===== config.mk =====
export PLATFORM = sky130hd
export DESIGN_NAME = fetchUnit
export DESIGN_NICKNAME = d
export VERILOG_FILES = /design/src/source/memBusPkg.sv /design/src/source/fetchUnit.sv
export SDC_FILE = /design/constraint.sdc
export NUM_CORES = 1
export LEC_CHECK = 0
export BUFFER_PORTS_ARGS = -buffer_cell sky130_fd_sc_hd__buf_2
export CAP_MARGIN = 10
export CORE_AREA = 2 2 156 97
export CTS_BUF_LIST = sky130_fd_sc_hd__clkbuf_8
export DETAILED_ROUTE_END_ITERATION = 6
export DIE_AREA = 0 0 158 99
export SYNTH_ARGS = -nofsm -noshare
export SYNTH_HDL_FRONTEND = slang
export SYNTH_SLANG_ARGS = --single-unit

===== constraint.sdc =====
create_clock -name clk -period 2.47 [get_ports clk]
set_clock_uncertainty 0.1 [all_clocks]
set_input_delay 0.1235 -clock clk [delete_from_list [all_inputs] [get_ports clk]]
set_output_delay 0.1235 -clock clk [all_outputs]
set_load 0.05 [all_outputs]

===== src/source/memBusPkg.sv =====
`default_nettype none

package memBusPkg;

    // byte address into main memory
    typedef logic [31:0] addrT;

    // one ram byte
    typedef logic [7:0] byteT;

    // instruction or data word
    typedef logic [31:0] wordT;

    // access length in bytes, 1, 2 or 4
    typedef logic [2:0] lenT;

endpackage

`default_nettype wire


===== src/source/fetchUnit.sv =====
`timescale 1ns/1ns
`default_nettype none

module fetchUnit (
    input  wire                    clk,
    input  wire                    rst,
    input  wire                    i_fetchEn,
    input  wire memBusPkg::addrT   i_resetPc,
    input  wire                    i_redirect,
    input  wire memBusPkg::addrT   i_redirectPc,
    input  wire                    i_fetchDone,
    input  wire memBusPkg::wordT   i_fetchInst,
    output logic                   o_fetchEn,
    output memBusPkg::addrT        o_fetchAddr,
    output logic                   o_instValid,
    output memBusPkg::wordT        o_inst,
    output memBusPkg::addrT        o_instPc
);

    memBusPkg::addrT pc;
    logic            kill;

    assign o_fetchAddr = pc;

    always_ff @(posedge clk) begin
        if (rst) begin
            pc          <= i_resetPc;
            o_fetchEn   <= 1'b0;
            kill        <= 1'b0;
            o_instValid <= 1'b0;
        end else begin
            // a killed fetch or one redirected on its done cycle is dropped
            o_instValid <= i_fetchDone && !kill && !i_redirect;
            if (i_fetchDone) begin
                o_fetchEn <= 1'b0;
                kill      <= 1'b0;
                if (i_redirect) begin
                    pc <= i_redirectPc;
                end else if (!kill) begin
                    pc <= pc + 32'd4;
                end
            end else begin
                if (!o_fetchEn) begin
                    o_fetchEn <= i_fetchEn;
                end
                if (i_redirect) begin
                    pc   <= i_redirectPc;
                    kill <= o_fetchEn;
                end
            end
        end
    end

    // result payload
    always_ff @(posedge clk) begin
        if (i_fetchDone) begin
            o_inst   <= i_fetchInst;
            o_instPc <= pc;
        end
    end

endmodule

`default_nettype wire


# == Word level (Yosys, flattened, before mapping) ==
# Cells that the tools add are included.
# totals
ramBits,0
n_memories,0
output_inout_bits,98
wordCells,21
mem_bits_ro,0
register_bits,99
latch_bits,0
in_bits,101
# classes
mul,0
div_mod_pow,0
n_bitwise,0
n_lt_le_gt_ge,0
eq_ne,1
reduce_logical,7
add_sub_neg,1
muxes,6
shift,0
# ops
cell,count
32-bit 2-to-1 mux,5
"32-bit by 3-bit adder with 32-bit output, second input constant",1
"3-bit inequality test, second input constant",1
3-bit nonzero test,1
1-bit logical AND,2
1-bit logical NOT,2
2-bit AND reduction,1
2-bit OR reduction,1
1-bit 2-to-1 mux,1

# == Depth between registers and ports, before layout ==
# logic_depth
word_depth,5
depth_mapped,6
mapped_depth_nobuf,6

# == Least setup slack after synthesis ==
# No wires, ideal clock.
# synth_timing
path_kind,reg2reg
from,"register pc[2], in the netlist o_fetchAddr[2]"
to,"register pc[16], in the netlist o_fetchAddr[16], data pin"
setup_slack_ns,0.103
required_ns,2.114
path_stages_with_launch,7
arrival_ns,2.010
setup_time_ns,0.256
n_path_buf,0
period_less_slack_ns,2.367
cell_sequence,edfxtp_1 > ha_1 > nand3_1 > nor4_4 > and3_1 > o21ai_0 > a22o_1
# synth_via
elab_chain_len,5
# synth_rtl
element,line,rtl
"start, declared",fetchUnit.sv:20,memBusPkg::addrT pc;
"start signal, assigned",fetchUnit.sv:27,pc <= i_resetPc;
"start signal, assigned",fetchUnit.sv:38,pc <= i_redirectPc;
"start signal, assigned",fetchUnit.sv:40,pc <= pc + 32'd4;
32-bit by 3-bit adder with 32-bit output,fetchUnit.sv:40,
32-bit 2-to-1 mux,fetchUnit.sv:39,end else if (!kill) begin
32-bit 2-to-1 mux,fetchUnit.sv:37,if (i_redirect) begin
32-bit 2-to-1 mux,fetchUnit.sv:34,if (i_fetchDone) begin
32-bit 2-to-1 mux,fetchUnit.sv:26,if (rst) begin
# Every way passes these cells. The select of a mux whose other input is x is not followed.
# A chain may end at the register's enable or synchronous reset.

# == Worst setup path in the final report ==
# layout_timing
from,"register pc[3], in the netlist o_fetchAddr[3]"
to,"register pc[12], in the netlist o_fetchAddr[12], data pin"
# Same word-level chain as after synthesis.

==> impl_summary.txt <==
----------------------------------------------------
[Outcome]
  Result of the run ... completed

[Layout]
  Area growth from synthesis to layout ... 51.6%
  Finished layout cell area ... 6360 um2
  Post-layout net count ... 689
  Multi-input combinational cell area ... 1210 um2
  Sequential cell area ... 2940 um2
  Cell Count, Final, Fillers Out ... 790
  ANT cells ... 0
  Layout cell share with drive strength beyond 1 ... 39.7%
  Filler cell count in the final layout ... 1339
  Final core utilization ... 44.7%

[Global routing]
  Final global-route overflow total ... 0
  First-pass GRT wire length ... 19600 um
  Maximum number of pins on one net before global-route repair ... 47
  Antenna violations before repair ... 1
  Number of global-route vias before repair ... 3678
  GRT Overall Usage ... 16.6%

[Placement]
  Post-DP HPWL ... 9320 um
  Number of input and output port buffers inserted ... 198
  Instance area after placement ... 5460 um2
  Worst setup timing slack at the placement stage ... 250 ps
  Number of cells in the design after placement ... 702
  Routability-driven placement congestion ratio ... 0.779

[Yosys]
  Main area contributors after synthesis ... edfxtp_1 69%, nand2_1 4.7%, xor2_1 3.3%
  Synth warn ... 0
  Total nets after synthesis ... 412
  EDFF count, synth ... 96
  Most common cell in the synthesized netlist ... edfxtp_1
  Largest area contributor in the synthesized netlist ... edfxtp_1
  Sequential cell area fraction in the yosys report ... 70.2%
  Cell Area, Synth ... 4190 um2
  Async set-reset flop share out of synthesis ... 0%
  Distinct cells, synth ... 33
  Post-Syn Instances ... 310
  Leading cell types by count after synthesis ... 96 x edfxtp_1, 52 x nand2_1, 16 x nor2_1, 16 x xor2_1, 15 x o21ai_0
  Most instantiated flip-flop cell in the synthesis netlist ... edfxtp_1
  Syn avg cell area ... 13.5 um2
  Synth top area share ... 68.7%
  Number of register bits inferred by synthesis ... 99

[Route]
  Avg Vias per Cell ... 4.65
  DRC Markers ... 0
  Drt first pass iters ... 5
  Violation count after the first detailed-route iteration ... 196
  Detailed-route via count ... 3670
  WL final ... 13500 um
  Antenna-violating nets left ... 0
  Detail-routed net length per standard cell ... 17.1 um

[Floorplan]
  Die height ... 99 um
  Die ar. ... 15600 um2
  # IOs ... 199
  Area of the core ... 14200 um2
  Initial Utilization ... 29.5%
  Number of placement rows ... 34
  Die Width ... 158 um

[Setup path]
  CP required ... 2500 ps
  Critical Path Sink Type ... flip-flop
  Type of the worst setup path ... flip-flop to flip-flop
  Worst reg2reg setup slack ... 130 ps
  Critical Path Start ... o_fetchAddr[3]$_DFFE_PP_
  Launching point of the worst reg2reg path ... o_fetchAddr[3]$_DFFE_PP_
  Worst setup SP type ... flip-flop
  Critical path fanouts, max ... 5
  Worst EP arrival ... 2370 ps

[Clocking]
  Sinks on Clock Net ... 99
  TritonCTS clock tree ... yes
  Reg clk slew, reported paths ... 100 ps
  CTS root buf ... clkbuf_8
  Maximum count of clock buffers along a single path ... 2
  Clock buffers created by TritonCTS ... 9
  H-tree Lvls ... 3
  Worst skew pair latency ... 370 ps

[STA]
  Fmax achieved ... 427 MHz
  Share of the cycle needed by the critical path after routing ... 94.9%
  Final setup violation count ... 0
  Post-layout min period ... 2340 ps
  Worst hold margin ... 12.8 ps
  Relative max-transition margin ... 42.5%
  Min setup slack post-route ... 127 ps
  Slew at the pin with the worst max-slew slack ... 862 ps
  Number of pins exceeding their max-slew limit in the final report ... 0
  Final Hold Vio Count ... 0

[Flow run]
  Total of max-cap violations ... 0

[Power and ir drop]
  Largest vdd supply drop ... 0.303 mV
  Power density of the placed cells ... 656 nW/um2
  Leakage power figure ... 2.68 nW

[Hold path]
  Worst min-delay path startpoint ... i_resetPc[10]
  Worst Hold Class ... input pin to flip-flop

----------------------------------------------------
report_power, final:
part / leakage [nW] / switching (mW) / internal [mW]
combinational: 1.60 / 0.749 / 0.315
sequential: 0.995 / 0.111 / 2.02
clock: 0.0876 / 0.604 / 0.373
total: 2.68 / 1.46 / 2.71
stage by stage:
stage / setup TNS (ps) / power (mW)
2_1_floorplan: 0 / 2.81
3_3_place_gp: 0 / 3.12
3_5_place_dp: 0 / 3.13
4_1_cts: 0 / 4.20
5_1_grt: -15.7 / 4.34
6_report: 0 / 4.17
what timing repair did:
action / 4_1_cts / 5_1_grt
hold buffers: 69 / 0
setup buffers: 0 / 3
hold endpoints to repair: 67 / 0
resized for setup: 0 / 3
setup endpoints to repair: 0 / 2
worst paths after layout:
check                           cells past startpoint                         to
worst max-delay path                                7  o_fetchAddr[12]$_DFFE_PP_
worst min register to register                      0      o_instPc[1]$_DFFE_PP_
worst min-delay path                                3  o_fetchAddr[10]$_DFFE_PP_
worst max register to register                      7  o_fetchAddr[12]$_DFFE_PP_
placed cells by master (no fill, tap or decap), types with 2 or more instances in the layout:
cell type      Yosys  layout
nand2_1           52      52
dlygate4sd3_1      0      69
edfxtp_1          96      96
nor3b_1            2       2
nand4_1           11      11
clkbuf_8           0       9
nor2_1            16      16
nand3_1           11      10
clkinv_4           0       2
nand3_2            1       2
inv_6              0       2
o21ai_0           15      15
nand2b_1           4       3
nor3_1             3       2
buf_4              0      13
a21oi_1            9       9
nor4_4             2       2
o221ai_1          13      13
and2_1             3       3
xor2_1            16      16
mux2i_1            6       6
buf_2              2     198
o31ai_1            4       4
dfxtp_1            3       3
xnor2_1            9       9
nor4_1             2       2
and3_1             9       9
critical path: stages, from the launching register on:
cell and delay, ps:
edfxtp_1 440, ha_2 240, nand3_1 180, nor3_2 290
xor2_1 100, mux2i_1 120, o21ai_0 70, dlygate4sd3_1 570
layer usage:
metal | wire length [um] | share of wire (%) | GRT usage (%)
met5 | 0 | 0 | 0
met1 | 6160 | 46 | 22.6
met3 | 1280 | 9.5 | 5.15
met2 | 5980 | 44 | 26.2
met4 | 61 | 0.45 | 3.60
cell families after synthesis:
logic type,Yosys count,share of synthesized area (%)
mux,6,1.43
compound gates,44,6.92
flops,99,70.2
simple gates,121,14.6
buf+inv,14,1.31
xor+xnor,25,5.22
fa+ha+maj,1,0.298
flip-flops by register name (all words and copies together) (netlist names):
| name | cells |
|---|---|
| o_fetchAddr | 32 |
| o_instPc | 32 |
| o_inst | 32 |
| kill | 1 |
| o_fetchEn | 1 |
| o_instValid | 1 |
cell type report:
| class | count | area share (%) |
|---|---|---|
| Clock buffer | 9 | 1.95 |
| Clock inverter | 7 | 0.807 |
| Timing Repair Buffer | 280 | 28.0 |
| Sequential cell | 99 | 46.3 |
| Multi-Input combinational cell | 197 | 19.1 |
| Tap cell | 198 | 3.90 |
(Power assumes the default switching activity.)
