==> src/source/memBusPkg.sv <==
`default_nettype none

package memBusPkg;

    // byte address into main memory
    typedef logic [31:0] addrT;

    // one ram byte
    typedef logic [7:0] byteT;

    // instruction or data word
    typedef logic [31:0] wordT;

    // access length in bytes, 1, 2 or 4
    typedef logic [2:0] lenT;

endpackage

`default_nettype wire

==> src/source/accessPkg.sv <==
`default_nettype none

package accessPkg;

    // what the controller is busy with
    typedef enum logic [1:0] {
        IDLE,
        READ_INST,
        READ_DATA,
        WRITE_DATA
    } accessKindT;

    // legal access lengths
    localparam memBusPkg::lenT LEN_BYTE = 3'd1;
    localparam memBusPkg::lenT LEN_HALF = 3'd2;
    localparam memBusPkg::lenT LEN_WORD = 3'd4;

endpackage

`default_nettype wire

==> src/source/dataPort.sv <==
`timescale 1ns/1ns
`default_nettype none

module dataPort (
    input  wire                    clk,
    input  wire                    rst,
    input  wire                    i_ldReq,
    input  wire                    i_stReq,
    input  wire memBusPkg::addrT   i_addr,
    input  wire memBusPkg::lenT    i_len,
    input  wire                    i_signed,
    input  wire memBusPkg::wordT   i_wdata,
    input  wire                    i_dataDone,
    input  wire memBusPkg::wordT   i_dataRdata,
    output logic                   o_dataEn,
    output logic                   o_dataStore,
    output memBusPkg::lenT         o_dataLen,
    output memBusPkg::addrT        o_dataAddr,
    output memBusPkg::wordT        o_dataWdata,
    output logic                   o_busy,
    output logic                   o_ldValid,
    output memBusPkg::wordT        o_ldData,
    output logic                   o_stDone
);

    logic            pending;
    logic            cmdSigned;
    memBusPkg::wordT loadExt;

    // request stays up until the controller is done
    assign o_dataEn = pending;
    assign o_busy   = pending;

    // sign extension of narrow loads
    always_comb begin
        loadExt = i_dataRdata;
        if (cmdSigned) begin
            case (o_dataLen)
                accessPkg::LEN_BYTE: loadExt = {{24{i_dataRdata[7]}}, i_dataRdata[7:0]};
                accessPkg::LEN_HALF: loadExt = {{16{i_dataRdata[15]}}, i_dataRdata[15:0]};
                default:             loadExt = i_dataRdata;
            endcase
        end
    end

    always_ff @(posedge clk) begin
        if (rst) begin
            pending   <= 1'b0;
            o_ldValid <= 1'b0;
            o_stDone  <= 1'b0;
        end else begin
            o_ldValid <= i_dataDone && !o_dataStore;
            o_stDone  <= i_dataDone && o_dataStore;
            if (!pending && (i_ldReq || i_stReq)) begin
                pending <= 1'b1;
            end else if (i_dataDone) begin
                pending <= 1'b0;
            end
        end
    end

    // latched command
    always_ff @(posedge clk) begin
        if (!pending && (i_ldReq || i_stReq)) begin
            o_dataStore <= i_stReq;
            o_dataLen   <= i_len;
            o_dataAddr  <= i_addr;
            o_dataWdata <= i_wdata;
            cmdSigned   <= i_signed;
        end
        if (i_dataDone) begin
            o_ldData <= loadExt;
        end
    end

endmodule

`default_nettype wire

==> config.mk <==
export PLATFORM = sky130hd
export DESIGN_NAME = dataPort
export DESIGN_NICKNAME = d
export VERILOG_FILES = /design/src/source/memBusPkg.sv /design/src/source/accessPkg.sv /design/src/source/dataPort.sv
export SDC_FILE = /design/constraint.sdc
export NUM_CORES = 1
export LEC_CHECK = 0
export BUFFER_PORTS_ARGS = -buffer_cell sky130_fd_sc_hd__buf_2
export CAP_MARGIN = 20
export CORE_ASPECT_RATIO = 0.7
export CORE_MARGIN = 1
export CORE_UTILIZATION = 38
export DETAILED_ROUTE_END_ITERATION = 12
export GPL_ROUTABILITY_DRIVEN = 0
export PLACE_DENSITY = 0.72
export SYNTH_ARGS = -nofsm -noshare
export SYNTH_HDL_FRONTEND = slang
export SYNTH_SLANG_ARGS = --single-unit
==> constraint.sdc <==
create_clock -name clk -period 4.4 [get_ports clk]
set_input_delay 0.88 -clock clk [delete_from_list [all_inputs] [get_ports clk]]
set_output_delay 0.88 -clock clk [all_outputs]
set_load 0.01 [all_outputs]
# Yosys cells after proc, flatten, opt, wreduce, memory -nomap -nowiden

Index checks and enable logic that the tools add are counted.

Flip-flop bits (word level): 104
Bits of input ports: 105
Output and inout port bits: 104
Logic and storage cells: 22

Equality and inequality tests: 2
Multiplexer cells: 4
Reductions and logical operators: 7

Operators with widths:

| cell               | number |
|---|---|
| $pmux 32 s2        | 1 |
| $mux 32            | 1 |
| $eq 3x1->1 const B | 1 |
| $eq 3x2->1 const B | 1 |
| $logic_and 1x1->1  | 3 |
| $logic_not 1->1    | 2 |
| $mux 1             | 2 |
| $reduce_bool 2->1  | 1 |
| $logic_or 1x1->1   | 1 |

# Depth between registers and ports, before layout

Word-level depth: 3
Mapped depth: 6
Gate-level depth less buffers: 3

# Worst setup path after synthesis

No wires, ideal clock.

Kind: input to register
Start point: input port i_stReq
End point: register cmdSigned (enable)
Library setup time: 0.499 ns
Data arrival time: 3.827 ns
Required time: 3.901 ns
Setup slack: 0.074 ns
Cell stages on the path: 2
Path buffers: 0
Cells stage by stage: nor2_1 > nor2_1

Cells in the longest elaborated chain, start to end: 2

Ends and longest elaborated chain:

| element              | line           | RTL |
|---|---|---|
| from (decl)          | dataPort.sv:8  | `input wire i_stReq,` |
| $logic_or 1x1->1     | dataPort.sv:64 | `if (!pending && (i_ldReq \|\| i_stReq)) begin` |
| $logic_and 1x1->1    | dataPort.sv:64 |  |
| to (signal assigned) | dataPort.sv:69 | `cmdSigned <= i_signed;` |
| to (decl)            | dataPort.sv:27 | `logic cmdSigned;` |

No other way between the ends.
A chain may end at the register's enable or synchronous reset.

# Worst setup path in the final report

Start point: input port i_stReq
End point: register o_dataWdata[23] (enable)

Cells in the longest elaborated chain, start to end: 2

Ends and longest elaborated chain:

| element              | line           | RTL |
|---|---|---|
| $logic_or 1x1->1     | dataPort.sv:64 |  |
| $logic_and 1x1->1    | dataPort.sv:64 |  |
| to (signal assigned) | dataPort.sv:68 | `o_dataWdata <= i_wdata;` |
| to (decl)            | dataPort.sv:19 | `output memBusPkg::wordT o_dataWdata,` |

No other way between the ends.

==> summary.md <==
| Metric | Value |
|---|---|
| Nets | 475 |
| Clock-pin slew on the worst setup and hold paths | 0.07 ns |
| Final worst path period share | 0.438 |
| Tightest Pin Transition | about 0.84 ns |
| Vias/cell | around 4.4 |
| Yosys reg bits | around 100 |
| Worst slew margin relative to its limit | 0.442 |
| Synth Instances | ~160 |
| Boundary pin count | approximately 210 |
| List of most frequent post-synthesis cells | edfxtp_1 (101), a21o_1 (11), a21o_2 (7), nand2_1 (7), o21ai_0 (7) |
| Yosys synthesis warning count | 0 |
| Post-Route WL | around 7.5 mm |
| Setup violators final | 0 |
| Synth area leader | edfxtp_1 |
| CP endpoint | o_dataWdata[23] |
| H-tree levels | 3 |
| Initial antenna violation count | 0 |
| Start point of the critical path | i_stReq |
| CP top delay family | buffers and inverters |
| Setup bufs post-CTS | 0 |
| Die area | about 9500 um2 |
| Fill cells | about 720 |
| Synthesized net count | 261 |
| CTS tree | done |
| Clk_lat worst skew | approximately 0.34 ns |
| Max Cap Violations | 0 |
| Cell Area, Synth | between 3000 and 4000 um2 |
| Status | finished, final reports clean |
| Ys flop type | edfxtp_1 |
| Max Clock Skew | approximately 0.0042 ns |
| Final hold violation count | 0 |
| Min cycle time layout | a little under 2 ns |
| Final Slew Violations | 0 |
| Synth unique cells | 21 |
| Reg-to-reg slack, setup | between 2 and 3 ns |
| Critical path fanouts, max | between 60 and 70 |
| CTS Buf Count | 9 |
| Via count | ~2200 |
| Design Power | ~2.1 mW |
| Syn_area_per_cell | 22.2 um2 |
| CP cell instances | buf_2 -> nor2_1 -> nor2_4 -> buf_4 |
| Worst R2R Start | o_busy |
| CP max stage delay | between 0.6 and 0.7 ns |
| RSZ-0062 raised after global routing | no |
| Via count of the first global-routing pass | between 2000 and 2500 |
| CTS Buffer Depth | 2 |
| First-pass GRT wire length | 10.5 mm |
| Drt first pass iters | 4 |
| Setup TNS Final | 0 ns |
| Pleak | about 2.2 nW |
| Area delta synth->final | 41.0% |
| Area of the core | between 8000 and 9000 um2 |
| Die height | between 80 and 90 um |
| Count leader, synth | edfxtp_1 |
| Hpwl dp | about 5.6 mm |
| Sequential area share after synthesis | 0.893 |
| IO Port Bufs | 208 |
| Post-synth EDFFs | approximately 100 |
| ANT cells | 0 |
| Routed len/inst | around 15 um |
| CP arrival | about 1.9 ns |
| Antenna Nets Post-Route | 0 |
| CP Capture Type | register |
| Power Density | approximately 440 nW/um2 |
| Post-synth top area share | 0.876 |
| Dominant cells by area after synthesis | edfxtp_1 (88%), a21o_1 (2.4%), a21o_2 (1.8%) |
| CP max-delay cell | buf_4 |
| Critical path launch point type | input pin |
| Detailed Route Iter0 Violations | ~120 |
| Async SR Flop Fraction | 0 |
| Gr ovfl total | 0 |
| CP bufs+invs | 2 |
| Critical path type | input pin to register |
| DRC violations left | 0 |
| Critical Path RT | 4.37 ns |
| Largest net degree at the start of global routing | between 60 and 70 |
| Clock sinks | around 100 |
| Worst R2R Path Depth | 2 |
| VDD IR max | between 0.0002 and 0.0003 V |
| Fmax | roughly 0.52 GHz |
| Total GRT Usage | 0.153 |
| CTS hold repair buffers | 0 |
| Initial core utilization | 0.400 |
| Clock root buffer | clkbuf_16 |
| Row count | 28 |
| Share of cells above drive strength 1 | 0.624 |
| Hold Path Class | register to register |
| Reg-to-Reg End | o_dataWdata[23] |
| Die width | roughly 120 um |
| Post-CTS sizing | 0 |
| Crit. path cell count | 4 |
==> cell type report <==
cell class	count	area, um2	share of cell area
flip-flops and latches	104	3090	0.634
clock buffers	11	233	0.0477
repair buffers	209	1050	0.215
inverters	1	3.75	0.000769
well taps	120	150	0.0308
clock inverters	5	41.3	0.00846
multi-input cells	45	313	0.0641
==> worst min-delay path by stage <==
| stage | start | endpoint | slack (ns) | cells after the start |
|---|---|---|---|---|
| floorplan | o_dataStore | o_ldValid | 0.50 | 1 |
| global placement | o_dataStore | o_ldValid | 0.48 | 1 |
| detailed placement | o_dataStore | o_ldValid | 0.52 | 1 |
| CTS | o_dataStore | o_ldValid | 0.53 | 1 |
| global route | o_dataStore | o_ldValid | 0.53 | 1 |
| finish | o_dataStore | o_ldValid | 0.52 | 1 |
==> worst reg2reg max path, cell delays in order (launching register included) <==
cell     delay (ns)
dfxtp_1        0.38
nor2_4         0.18
buf_4          0.67
==> metrics by stage <==
stage / cells / util / instance area [um2] / hold WS, ns / setup WS [ns]
2_1_floorplan: 156 / - / 3460 / 0.495 / 0.0742
3_3_place_gp: 479 / 0.533 / 4610 / 0.483 / 2.14
3_5_place_dp: 479 / 0.533 / 4610 / 0.516 / 2.09
4_1_cts: 495 / 0.564 / 4880 / 0.527 / 2.47
5_1_grt: 495 / 0.564 / 4880 / 0.534 / 2.39
6_report: 495 / 0.564 / 4880 / 0.515 / 2.47
==> power breakdown <==
part           switching (mW)  leakage (nW)  total [mW]  internal [mW]
Sequential             0.0207          1.01        1.20           1.18
Combinational           0.121          1.03       0.216         0.0955
Clock                   0.334         0.126       0.722          0.388
==> routing by layer <==
| layer | track usage | vias up | share of wire | wire length, um |
|---|---|---|---|---|
| met4 | 0.0679 | 0 | 0.013 | 97 |
| met5 | 0 | - | 0 | 0 |
| met3 | 0.0635 | 13 | 0.087 | 653 |
| li1 | - | 1030 | - | - |
| met1 | 0.172 | 1034 | 0.40 | 3020 |
| met2 | 0.256 | 119 | 0.50 | 3710 |
==> cells by family after synthesis <==
family,share of synthesized area
DFF,0.893
buffers and inverters,0.0184
AOI/OAI and AO/OA,0.0564
and+or+nand+nor,0.0318
==> cells in the final DEF (no fill, tap or decap), drive strengths merged <==
cell / instances
buf: 209
edfxtp: 101
a21o: 18
clkbuf: 11
o21ai: 7
nand2: 7
dfxtp: 3
nand2b: 3
nand3b: 2
clkinv: 2
clkinvlp: 2
nor2: 2
inv: 2
a21oi: 1
or3: 1
nor3b: 1
and3b: 1
nor3: 1
a211oi: 1
==> state kept, by name, indices dropped and copies added (netlist names) <==
register / flops
o_dataStore: 1
o_dataLen: 3
o_ldValid: 1
o_dataWdata: 32
cmdSigned: 1
o_dataAddr: 32
o_ldData: 32
o_stDone: 1
o_busy: 1
(Power assumes the default switching activity.)
