===== src/source/memBusPkg.sv =====
`default_nettype none

package memBusPkg;

    // byte address into main memory
    typedef logic [31:0] addrT;

    // one ram byte
    typedef logic [7:0] byteT;

    // instruction or data word
    typedef logic [31:0] wordT;

    // access length in bytes, 1, 2 or 4
    typedef logic [2:0] lenT;

endpackage

`default_nettype wire


===== src/source/accessPkg.sv =====
`default_nettype none

package accessPkg;

    // what the controller is busy with
    typedef enum logic [1:0] {
        IDLE,
        READ_INST,
        READ_DATA,
        WRITE_DATA
    } accessKindT;

    // legal access lengths
    localparam memBusPkg::lenT LEN_BYTE = 3'd1;
    localparam memBusPkg::lenT LEN_HALF = 3'd2;
    localparam memBusPkg::lenT LEN_WORD = 3'd4;

endpackage

`default_nettype wire


===== src/source/memController.sv =====
`timescale 1ns/1ns
`default_nettype none

module memController #(
    parameter int RAM_ADDR_W = 12
) (
    input  wire                    clk,
    input  wire                    rst,
    input  wire                    i_ioFull,

    // instruction fetch side
    input  wire                    i_fetchEn,
    input  wire memBusPkg::addrT   i_fetchAddr,
    output logic                   o_fetchDone,
    output memBusPkg::wordT        o_fetchInst,

    // load/store side
    input  wire                    i_dataEn,
    input  wire                    i_dataStore,
    input  wire memBusPkg::lenT    i_dataLen,
    input  wire memBusPkg::addrT   i_dataAddr,
    input  wire memBusPkg::wordT   i_dataWdata,
    output logic                   o_dataDone,
    output memBusPkg::wordT        o_dataRdata,

    // byte ram
    output logic                   o_ramWe,
    output logic [RAM_ADDR_W-1:0]  o_ramAddr,
    output memBusPkg::byteT        o_ramWdata,
    input  wire memBusPkg::byteT   i_ramRdata
);

    accessPkg::accessKindT state;
    logic [2:0]            stage;
    logic [2:0]            lastStage;
    logic                  stageDone;
    logic                  isRead;

    memBusPkg::lenT  len;
    memBusPkg::addrT baseAddr;

    // shared shift buffer
    // reads shift bytes in at the top, writes shift bytes out at the bottom
    memBusPkg::wordT dataBuf;
    memBusPkg::wordT readWord;
    logic [4:0]      readShift;

    assign isRead = (state == accessPkg::READ_INST) || (state == accessPkg::READ_DATA);

    // reads finish one stage after their last address, writes on it
    assign lastStage = (state == accessPkg::WRITE_DATA) ? len - 3'd1 : len;
    assign stageDone = (stage == lastStage);

    // last byte comes straight from the ram
    assign readWord = {i_ramRdata, dataBuf[31:8]};

    always_comb begin
        case (len)
            accessPkg::LEN_BYTE: readShift = 5'd24;
            accessPkg::LEN_HALF: readShift = 5'd16;
            default:             readShift = 5'd0;
        endcase
    end

    // done pulses, held off while the io buffer is full
    assign o_fetchDone = !i_ioFull && (state == accessPkg::READ_INST) && stageDone;
    assign o_fetchInst = readWord;

    assign o_dataDone = !i_ioFull && stageDone &&
                        ((state == accessPkg::READ_DATA) || (state == accessPkg::WRITE_DATA));
    assign o_dataRdata = readWord >> readShift;

    assign o_ramWe    = !i_ioFull && (state == accessPkg::WRITE_DATA);
    assign o_ramWdata = dataBuf[7:0];

    // Stalled: point back at the byte this stage expects, so that
    // i_ramRdata still holds it when the stall lifts.
    assign o_ramAddr = baseAddr[RAM_ADDR_W-1:0] + RAM_ADDR_W'(stage)
                     - RAM_ADDR_W'(i_ioFull);

    // arbitration and stage sequencing
    always_ff @(posedge clk) begin
        if (rst) begin
            state <= accessPkg::IDLE;
            stage <= '0;
        end else if (!i_ioFull) begin
            if (state == accessPkg::IDLE) begin
                stage <= '0;
                // data beats fetch
                if (i_dataEn) begin
                    state <= i_dataStore ? accessPkg::WRITE_DATA : accessPkg::READ_DATA;
                end else if (i_fetchEn) begin
                    state <= accessPkg::READ_INST;
                end
            end else if (stageDone) begin
                state <= accessPkg::IDLE;
                stage <= '0;
            end else begin
                stage <= stage + 3'd1;
            end
        end
    end

    // access payload
    always_ff @(posedge clk) begin
        if (!i_ioFull) begin
            if (state == accessPkg::IDLE) begin
                if (i_dataEn) begin
                    baseAddr <= i_dataAddr;
                    len      <= i_dataLen;
                    dataBuf  <= i_dataWdata;
                end else if (i_fetchEn) begin
                    baseAddr <= i_fetchAddr;
                    len      <= accessPkg::LEN_WORD;
                end
            end else if (isRead || !stageDone) begin
                dataBuf <= readWord;
            end
        end
    end

endmodule

`default_nettype wire


===== config.mk =====
export PLATFORM = sky130hd
export DESIGN_NAME = memController
export DESIGN_NICKNAME = d
export VERILOG_FILES = /design/src/source/memBusPkg.sv /design/src/source/accessPkg.sv /design/src/source/memController.sv
export SDC_FILE = /design/constraint.sdc
export NUM_CORES = 1
export LEC_CHECK = 0
export BUFFER_PORTS_ARGS = -buffer_cell sky130_fd_sc_hd__buf_4
export CAP_MARGIN = 20
export CORE_MARGIN = 4
export CORE_UTILIZATION = 35
export DETAILED_ROUTE_END_ITERATION = 16
export GPL_TIMING_DRIVEN = 0
export PLACE_DENSITY = 0.76
export SKIP_LAST_GASP = 1
export SLEW_MARGIN = 10
export SYNTH_ARGS = -nofsm -noshare
export SYNTH_HDL_FRONTEND = slang
export SYNTH_SLANG_ARGS = --single-unit

===== constraint.sdc =====
create_clock -name clk -period 3.5 [get_ports clk]
set_clock_uncertainty 0.2 [all_clocks]
set_input_delay 0.175 -clock clk [delete_from_list [all_inputs] [get_ports clk]]
set_output_delay 0.175 -clock clk [all_outputs]
set_load 0.03 [all_outputs]

* Yosys cells after proc, flatten, opt, wreduce, memory -nomap -nowiden *
Cells that the tools add are included.

cells by class
  add/subtract/negate cells = 4
  equal/unequal tests = 8
  shift operators = 1
  muxes and demuxes = 16
  bitwise logic cells = 1
  reduce and logical (&&, ||, !) cells = 17

operators by type and width
  kind                                                                 count
  32-bit two-way mux                                                   3
  32-bit by 5-bit >> shifter with 32-bit output                        1
  12-bit two-way mux                                                   2
  3-bit two-way mux                                                    5
  12-bit by 3-bit adder with 12-bit output                             1
  12-bit by 1-bit subtractor with 12-bit output                        1
  5-bit one-hot mux with 2 select lines                                1
  3-bit AND reduction                                                  3
  2-bit two-way mux                                                    4
  2-bit nonzero test                                                   3
  1-bit logical AND                                                    5
  2-bit == test (second input constant)                                2
  3-bit by 1-bit adder with 3-bit output (second input constant)       1
  3-bit by 1-bit == test with 1-bit output (second input constant)     1
  3-bit by 2-bit == test with 1-bit output (second input constant)     1
  3-bit == test                                                        1
  1-bit logical OR                                                     3
  3-bit inequality test (second input constant)                        1
  3-bit by 1-bit subtractor with 3-bit output (second input constant)  1
  2-bit by 1-bit == test with 1-bit output (second input constant)     1
  1-bit logical NOT                                                    2
  2-bit logical NOT                                                    1
  2-bit inequality test (second input constant)                        1
  1-bit two-way mux                                                    1
  1-bit inverter                                                       1

word-level totals
  bits in registers = 52
  input port bits = 113
  output and inout port bits = 87
  logic and storage cells = 52

* Logic depth before layout (Yosys ltp) *
Gate-level depths: netlist of run 1.

  depth in word-level cells = 7
  mapped depth = 11
  depth with buffers taken out = 11

* Worst setup path after synthesis of run 1 *
Ideal clock, no wire load.

  path kind = reg2reg
  from = reg len[0]
  to = reg dataBuf[0], enable pin
  arrival = 2.196 ns
  data required time = 2.911 ns
  path slack = 0.714 ns
  cell stages (with the launch flop) = 8
  path buffers = 0
  cells stage by stage = edfxtp_1 -> inv_1 -> ha_1 -> and2_1 -> or3_1 -> o211ai_4 -> o21ai_0 -> nand2_1

between the ends
  longest elaborated chain between the ends = 7

RTL lines
  what                                         RTL line              RTL
  start: declaration                           memController.sv:39   memBusPkg::lenT len;
  start signal: assignment                     memController.sv:110  len <= i_dataLen;
  start signal: assignment                     memController.sv:114  len <= accessPkg::LEN_WORD;
  3-bit by 1-bit subtractor with 3-bit output  memController.sv:51   assign lastStage = (state == accessPkg::WRITE_DATA) ? len - 3'd1 : len;
  3-bit two-way mux *                          memController.sv:51
  3-bit == test *                              memController.sv:52   assign stageDone = (stage == lastStage);
  1-bit logical NOT *                          memController.sv:116  end else if (isRead || !stageDone) begin
  1-bit logical OR *                           memController.sv:116
  2-bit nonzero test (no source line) *        n/a
  3-bit AND reduction (no source line) *       n/a
  end signal: assignment                       memController.sv:111  dataBuf <= i_dataWdata;
  end signal: assignment                       memController.sv:117  dataBuf <= readWord;
  end: declaration                             memController.sv:44   memBusPkg::wordT dataBuf;

Every way passes the cells marked *; elsewhere a longest branch is shown, timed or not.
A chain may end at the register's enable or synchronous reset.

* Final worst setup path of run 1 *
  from = in i_ioFull
  to = out o_ramAddr[10]

between the ends
  longest elaborated chain between the ends = 1

RTL lines
  what                                           RTL line             RTL
  start: declaration                             memController.sv:9   input wire i_ioFull,
  12-bit by 1-bit subtractor with 12-bit output  memController.sv:79  - RAM_ADDR_W'(i_ioFull);
  end: declaration                               memController.sv:28  output logic [RAM_ADDR_W-1:0] o_ramAddr,

No other way between the ends.

==> results of run 1 <==
-- sequential cells by signal (all words and copies together), names as in the netlist --
register	cells
len	3
baseAddr	12
state	2
stage	3
dataBuf	32
-- layout make-up --
class	instances	area, um^2
fillers	852	4207
well taps	133	166.4
repair buffers	223	1837
multi-input cells	239	1872
flip-flops and latches	52	1511
clock inverters	2	16.27
inverters	28	105.1
plain buffers	23	122.6
clock buffers	6	72.57
-- cells by family after synthesis --
family                     Yosys count  share of synthesized area [%]
adders and majority gates           23                          8.183
buffers and inverters               51                          6.310
and+or+nand+nor                     77                          12.14
DFF                                 52                          41.89
muxes                               44                          13.73
AOI/OAI and AO/OA                   83                          14.46
xor gates and xnor gates            12                          3.294
-- placed cells by master (no fill, tap or decap), drive strengths merged, types with 19 or more instances in the layout --
cell type and n:
dlygate4sd3 65, nor2b 21, edfxtp 47, mux2 44, a21oi 25, ha 22, inv 28, buf 172
and2 19, o21ai 29
-- path summary, 6_finish.rpt --
check,from,end,slack (ns),cells past startpoint
worst min-delay path,i_ramRdata[7],dataBuf[31],-0.0001,2
worst max-delay path,i_ioFull,o_ramAddr[10],0.20,13
worst min register to register,state[1],state[1],0.33,2
worst max register to register,len[0],dataBuf[6],0.63,7
-- per-stage QoR --
step,std cells,total power [mW],area (um^2),hold slack (ns)
finish,706,2.211,5703,-0.00009767
global route,706,2.314,5703,0.0006420
CTS,706,2.211,5703,0.002271
detailed placement,633,1.791,4964,0.1934
global placement,633,1.771,4961,0.1885
floorplan,342,1.418,3608,0.03965
-- power groups by stage --
stage	clock network (mW)	logic (mW)	registers, mW
floorplan	0	0.523	0.895
global placement	0	0.945	0.825
detailed placement	0	0.963	0.828
CTS	0.364	1.03	0.813
global route	0.388	1.10	0.822
finish	0.362	1.04	0.813
-- metal layers --
metal | part of all wire (%) | routed length (um) | vias up | GRT usage (%)
li1 | - | - | 1687 | -
met1 | 40 | 4753 | 1674 | 22.66
met2 | 53 | 6292 | 110 | 34.83
met3 | 4.6 | 548 | 23 | 3.171
met4 | 2.1 | 251 | 0 | 6.055
met5 | 0 | 0 | - | 0
==> results by group, run 1 <==
Detailed routing
  • DRC viols: 0
  • ANT nets after route: 0
  • Routed WL: 11850 um
  • Detailed Routing Iterations Pass 1: 4
  • 1st-iter DRT viols: 119
  • DR WL/cell: 16.78 um
  • Vias/cell: 4.949
  • Vias: 3494

Power
  • Power Density: 387.6 mW/mm^2
  • Maximum vdd drop: 0.2046 mV
  • Switching Fraction: around 38%
  • Flop pwr share: a little under two fifths
  • Clk pwr share: 16.4%
  • Logic pwr share: between 40% and 50%
  • Cell Int Power: about 1.4 mW
  • Leak: around 2.5 nW
  • Net Switching: 0.8508 mW

Critical path
  • Worst Path Arrival: between 2 and 3 ns
  • Worst path buffer plus inverter count: 5
  • Data required, critical path: 3.12 ns
  • CP peak stage delay: around 0.54 ns
  • CP delay by family, top: buffers and inverters
  • CP max FO: 3
  • Slowest-stage cell, CP: dlygate4sd3_1
  • Crit path capture type: output port
  • Critical Setup Path Class: primary input to output port
  • Crit path cell chain: dlygate4sd3_1, buf_4, ha_1, inv_1, ha_1, inv_1, fa_1, nor2b_1, o31a_1, o21a_1, o21ai_0, a211o_1, buf_4
  • Critical Path Source Type: primary input

Finish
  • Share of cells above drive strength 1: 39.62%
  • Finished Core Util: 57.55%
  • Area Overhead vs Synth: 58.04%
  • N_diodes: 0
  • Fin nets: 708

Synthesis
  • Synth Instances: between 300 and 400
  • Fraction of registers with async set/reset: 0%
  • Yosys cell types: 45
  • #FFs+latches synth: between 50 and 60
  • Register area share after synthesis: 41.89%
  • Yosys warns: 0
  • Top_reg_cell synth: edfxtp_1
  • Post-Synthesis Mean Instance Area: 10.55 um^2
  • Synth top cells by count: edfxtp_1 (47), mux2_2 (44), o21ai_0 (29)
  • Yosys top cell by area: edfxtp_1
  • Syn nets: about 480
  • EDFF count, synth: 47
  • Most common cell in the netlist: edfxtp_1
  • Yosys top cell area share: between 30% and 40%
  • Synth area leaders: edfxtp_1 (39%), mux2_2 (14%), ha_1 (7.6%)
  • Synthesized cell area: between 0.003 and 0.004 mm^2

Clock network
  • Clock Latency Late Sink: 0.31 ns
  • Number of CTS-inserted buffers: 5
  • Clock transition at the registers of the reported paths: about 0.11 ns
  • Buffer depth of the longest clock path: 2
  • CTS sink cnt: 52
  • CTS tree: done
  • Total setup buffers inserted after CTS: 0
  • Clock root buffer master: clkbuf_8
  • CTS resizes: 0
  • CTS Hold Buffers Added: 65
  • Htree depth: 2

Global routing
  • Number of global-route vias before repair: 3678
  • Largest net degree at the start of global routing: 33
  • Global-route wire length before repair: approximately 18000 um
  • Tot GR Track Use: 19.06%
  • Initial antenna violation count: 0
  • Grt total ovfl: 0

Floorplanning
  • Die Width: around 110 um
  • Area of the core: 0.009910 mm^2
  • Initial Utilization: 36.41%
  • Die area: 0.01200 mm^2
  • IO Pins: 200
  • Die height: ~110 um
  • Standard-cell rows: 36

Timing
  • Final WS setup: 0.2041 ns
  • Setup tns final: 0 ns
  • Hold Slack: -0.00009767 ns
  • Final setup violation count: 0
  • Tcrit/Tclk final: 94.17%
  • Fmax: 303.4 MHz
  • Minimum clock period: 3.296 ns
  • Pins Over Slew Limit: 0
  • Worst Tran Pin Value: around 0.86 ns
  • Endpoints failing hold: 1
  • Worst slew margin: 42.74%
  • RSZ-0062 raised after global routing: no

Place
  • Setup WS pre-CTS: 0.6494 ns
  • RePlAce Congestion: 0.8742
  • Buffers added on ports: ~160
  • Final HPWL DP: ~8500 um

Min path
  • Min-Delay Path Class: primary input to flip-flop

Outcome
  • Outcome: finished with violations
  • Failing checks: hold timing

Flow run
  • Max-cap violations: 0
Note: power is estimated with default switching activity, not from simulation.
==> run 2, diff against run 1 <==
--- a/config.mk
+++ b/config.mk
@@ -9,8 +9,8 @@
 export CAP_MARGIN = 20
 export CORE_MARGIN = 4
-export CORE_UTILIZATION = 35
+export CORE_UTILIZATION = 39
 export DETAILED_ROUTE_END_ITERATION = 16
 export GPL_TIMING_DRIVEN = 0
-export PLACE_DENSITY = 0.76
+export PLACE_DENSITY = 0.82
 export SKIP_LAST_GASP = 1
 export SLEW_MARGIN = 10
==> constraint.sdc (replaced) <==
create_clock -name clk -period 3.5 [get_ports clk]
set_clock_uncertainty 0.2 [all_clocks]
set_input_delay 0.175 -clock clk [delete_from_list [all_inputs] [get_ports clk]]
set_output_delay 0.175 -clock clk [all_outputs]
set_load 0.01 [all_outputs]
==> results by group, run 2 (synthesis gave the netlist of run 1 again) <==
Outcome
  • Outcome: complete, no violations

Global routing
  • Grt total ovfl: 0
  • Number of global-route vias before repair: 3742
  • Initial antenna violation count: 0
  • Met1 usage: about a quarter
  • Largest net degree at the start of global routing: 33
  • Global route hottest layer: met2
  • Grt met3 use: about 3.5%
  • Tot GR Track Use: 21.08%
  • Met2 usage: a little under two fifths
  • Global-route wire length before repair: ~19000 um

Power
  • Logic pwr share: 39.9%
  • Maximum vdd drop: between 0.2 and 0.25 mV
  • Leak: 2.494 nW
  • Cell Int Power: 1.418 mW
  • Net Switching: roughly 0.65 mW
  • Power Density: 364.7 mW/mm^2
  • Clk pwr share: 20.8%
  • Total Power: 2.069 mW
  • Flop pwr share: 39.3%
  • Switching Fraction: 31.48%

Finish
  • Area Overhead vs Synth: 57.25%
  • Finished Core Util: 64.13%
  • Top Registers: dataBuf: 32 flops, baseAddr: 12 flops
  • Largest register FFs: 32
  • Fin nets: between 700 and 800
  • Most frequent cells in the layout: buf_4 (167), dlygate4sd3_1 (63), edfxtp_1 (47), mux2_2 (44), o21ai_0 (29)
  • N_diodes: 0
  • Share of cells above drive strength 1: 39.93%
  • Post-route cell area: 0.005674 mm^2
  • Commonest non-fill, non-tap cell in the layout: buf_4
  • Fin cells: 679
  • Most flops, register: dataBuf

Min path
  • Min-Delay Path Class: primary input to flip-flop

Timing
  • Hold Slack: 0.01339 ns
  • Fmax: 314.8 MHz
  • Pins Over Slew Limit: 0
  • Endpoints failing hold: 0
  • Minimum clock period: 3.176 ns
  • Setup tns final: 0 ns
  • Worst Tran Pin Value: approximately 0.8 ns
  • Worst slew margin: ~46%
  • Final setup violation count: 0
  • Final WS setup: around 0.32 ns
  • Tcrit/Tclk final: 90.75%
  • RSZ-0062 raised after global routing: no

Critical path
  • Worst Path Arrival: 2.80 ns
  • Data required, critical path: 3.12 ns
  • Critical Path Source Type: flip-flop
  • Critical Setup Path Class: flip-flop to output port
  • Crit path capture type: output port
  • CP max FO: 10

Floorplanning
  • Standard-cell rows: 34
  • IO Pins: 200
  • Die height: 104.2 um
  • Initial Utilization: 40.78%
  • Die Width: about 100 um
  • Area of the core: 0.008848 mm^2
  • Die area: 0.01086 mm^2

Clock network
  • CTS sink cnt: 52
  • Clock transition at the registers of the reported paths: 0.10 ns
  • Buffer depth of the longest clock path: 2
  • CTS resizes: 0
  • Number of CTS-inserted buffers: 5
  • CTS tree: done
  • Clock root buffer master: clkbuf_8
  • Htree depth: 2
  • Clock Latency Late Sink: 0.31 ns

Place
  • # placed instances: 608
  • RePlAce Congestion: 0.8075
  • Buffers added on ports: 158
  • Post-Place Cell Area: 0.004932 mm^2
  • Final HPWL DP: between 8000 and 9000 um
  • Setup WS pre-CTS: 0.6891 ns

Detailed routing
  • Detailed Routing Iterations Pass 1: 4
  • Routed WL: 11770 um
  • 1st-iter DRT viols: ~240
  • ANT nets after route: 0
  • Vias: 3543
  • Vias/cell: about 5.2
  • DR WL/cell: ~17 um
  • DRC viols: 0

Flow run
  • Max-cap violations: 0
## run 2: power by group through the flow
stage	Combinational (mW)	Sequential, mW	Clock, mW
final	0.826	0.813	0.430
after global routing	0.893	0.822	0.459
after detailed placement	0.754	0.825	0
after global placement	0.737	0.824	0
after floorplan	0.384	0.832	0
after CTS	0.817	0.811	0.435
## run 2: final cells by class
cell class                 instances  area (um^2)
sequential                        52         1511
multi-input combinational        239         1872
clock buffer                       5        68.82
inverter                          28        105.1
buffer                            23        122.6
timing repair buffer             221         1817
tap                              108        135.1
clock inverter                     3        42.54
fill                             698         3174
## run 2: repair_timing
item,CTS,global route
hold buffers,61,2
buffers inserted,0,0
endpoints found under the hold margin,52,2
## run 2: worst paths after layout
kind	from	end	slack [ns]	cells past startpoint
hold reg to reg	state[1]	state[1]	0.33	2
setup reg to reg	len[0]	dataBuf[6]	0.68	7
setup / recovery	len[0]	o_dataRdata[9]	0.32	8
hold / removal	i_ramRdata[4]	dataBuf[28]	0.01	2
## run 2: critical path, stage by stage (launching register included)
cell and delay, ns:
edfxtp_1 0.44, inv_1 0.10, ha_1 0.38, nor2b_1 0.17, clkbuf_1 0.33, clkbuf_1 0.50, a21oi_1 0.13, o21ai_0 0.27
buf_4 0.18
## run 2: per-layer routing
| layer | vias to the layer above | part of all wire [%] |
|---|---|---|
| met1 | 1704 | 40 |
| met4 | 0 | 2.7 |
| met3 | 27 | 4.5 |
| met5 | - | 0 |
| li1 | 1683 | - |
| met2 | 129 | 53 |
==> run 3, diff against run 2 <==
PLACE_DENSITY = 0.72   (was 0.82)
==> results by group, run 3 (synthesis gave the netlist of run 1 again) <==
Min path
  • Min-Delay Path Class: primary input to flip-flop

Flow run
  • Max-cap violations: 0

Power
  • Total Power: ~2.0 mW
  • Maximum vdd drop: 0.2145 mV
  • Leak: 2.485 nW
  • Power Density: 362.8 mW/mm^2

Clock network
  • Number of CTS-inserted buffers: 5
  • CTS tree: done
  • CTS resizes: 0
  • Clock transition at the registers of the reported paths: 0.10 ns
  • Clock Latency Late Sink: 0.30 ns
  • Buffer depth of the longest clock path: 2
  • CTS sink cnt: 52
  • Clock root buffer master: clkbuf_8
  • Htree depth: 2

Critical path
  • Critical Path Source Type: flip-flop
  • CP peak stage delay: 0.43 ns
  • R2r setup slk: 0.66 ns
  • Crit path capture type: output port
  • CP max FO: 5
  • Crit path cell chain: inv_1, ha_1, inv_1, ha_1, nor2b_1, o31a_1, o21a_1, o2111a_1, a211o_1, buf_4
  • Worst Path Arrival: 2.77 ns
  • Critical Setup Path Class: flip-flop to output port
  • Slowest-stage cell, CP: dfxtp_1
  • Data required, critical path: 3.12 ns

Timing
  • Pins Over Slew Limit: 0
  • Minimum clock period: about 3.1 ns
  • Tcrit/Tclk final: 89.85%
  • RSZ-0062 raised after global routing: no
  • Endpoints failing hold: 0
  • Fmax: 318.0 MHz
  • Worst Tran Pin Value: 0.7971 ns
  • Final setup violation count: 0
  • Final WS setup: 0.3552 ns
  • Worst slew margin: 46.67%
  • Hold Slack: 0.001750 ns
  • Setup tns final: 0 ns

Detailed routing
  • 1st-iter DRT viols: between 100 and 150
  • Vias: approximately 3400
  • DR WL/cell: 16.46 um
  • ANT nets after route: 0
  • Routed WL: ~11000 um
  • Detailed Routing Iterations Pass 1: 4
  • DRC viols: 0
  • Vias/cell: 5.080

Finish
  • Largest register FFs: 32
  • Most frequent cells in the layout: buf_4 (167), dlygate4sd3_1 (61), edfxtp_1 (47), mux2_2 (44), o21ai_0 (29)
  • Top Registers: dataBuf: 32 flops, baseAddr: 12 flops
  • Share of cells above drive strength 1: between 30% and 40%
  • Commonest non-fill, non-tap cell in the layout: buf_4
  • N_diodes: 0
  • Area Overhead vs Synth: 56.59%
  • Finished Core Util: 63.86%
  • Most flops, register: dataBuf
  • Fin nets: 704

Floorplanning
  • Area of the core: roughly 0.009 mm^2
  • Standard-cell rows: 34
  • IO Pins: 200
  • Die Width: ~100 um
  • Initial Utilization: between 40% and 50%
  • Die height: 104.2 um
  • Die area: 0.01086 mm^2

Global routing
  • Largest net degree at the start of global routing: 33
  • Grt total ovfl: 0
  • Global-route wire length before repair: 18150 um
  • Tot GR Track Use: around 20%
  • Initial antenna violation count: 0
  • Number of global-route vias before repair: 3596

Place
  • RePlAce Congestion: roughly 0.80
  • Setup WS pre-CTS: 0.6532 ns
  • Buffers added on ports: about 160
  • Final HPWL DP: 8172 um

Outcome
  • Outcome: complete, no violations
-- run 3: per-layer routing --
layer	wire, um	GRT usage (%)
met5	0	0
met4	133	4.558
met3	602	3.786
met2	5811	36.91
met1	4595	25.12
-- run 3: critical path, delay by kind of cell (launching register included) --
family                     cells  cell delay [ns]
adders and majority gates      2             0.61
buffers and inverters          3             0.27
DFF                            1             0.43
AOI/OAI and AO/OA              4             1.00
and+or+nand+nor                1             0.16
-- run 3: final cells by class --
| class | count | area (um^2) |
|---|---|---|
| Inverter | 28 | 105.1 |
| Multi-Input combinational cell | 239 | 1872 |
| Buffer | 23 | 122.6 |
| Fill cell | 741 | 3198 |
| Sequential cell | 52 | 1511 |
| Clock buffer | 6 | 72.57 |
| Clock inverter | 2 | 35.03 |
| Timing Repair Buffer | 219 | 1797 |
| Tap cell | 108 | 135.1 |
-- run 3: stage by stage --
| step | instance area, um^2 | cells |
|---|---|---|
| after floorplan | 3608 | 342 |
| after global routing | 5650 | 677 |
| after detailed placement | 4932 | 608 |
| final | 5650 | 677 |
| after global placement | 4930 | 608 |
| after CTS | 5640 | 676 |
-- run 3: worst paths after layout --
check	to	cells past startpoint	start
max	o_ramAddr[10]	10	stage[2]
min reg2reg	state[1]	2	state[1]
max reg2reg	dataBuf[30]	7	len[0]
min	state[0]	3	i_dataStore
-- run 3: repair_timing --
item / in CTS / in global routing
hold buffers: 60 / 1
endpoints found under the hold margin: 52 / 1
buffers inserted: 0 / 0
-- run 3: where the power goes --
| part | internal, mW | switching [mW] | leakage, nW | total [mW] |
|---|---|---|---|---|
| clock | 0.213 | 0.212 | 0.0552 | 0.425 |
| combinational | 0.439 | 0.372 | 1.95 | 0.812 |
| sequential | 0.764 | 0.0501 | 0.484 | 0.814 |
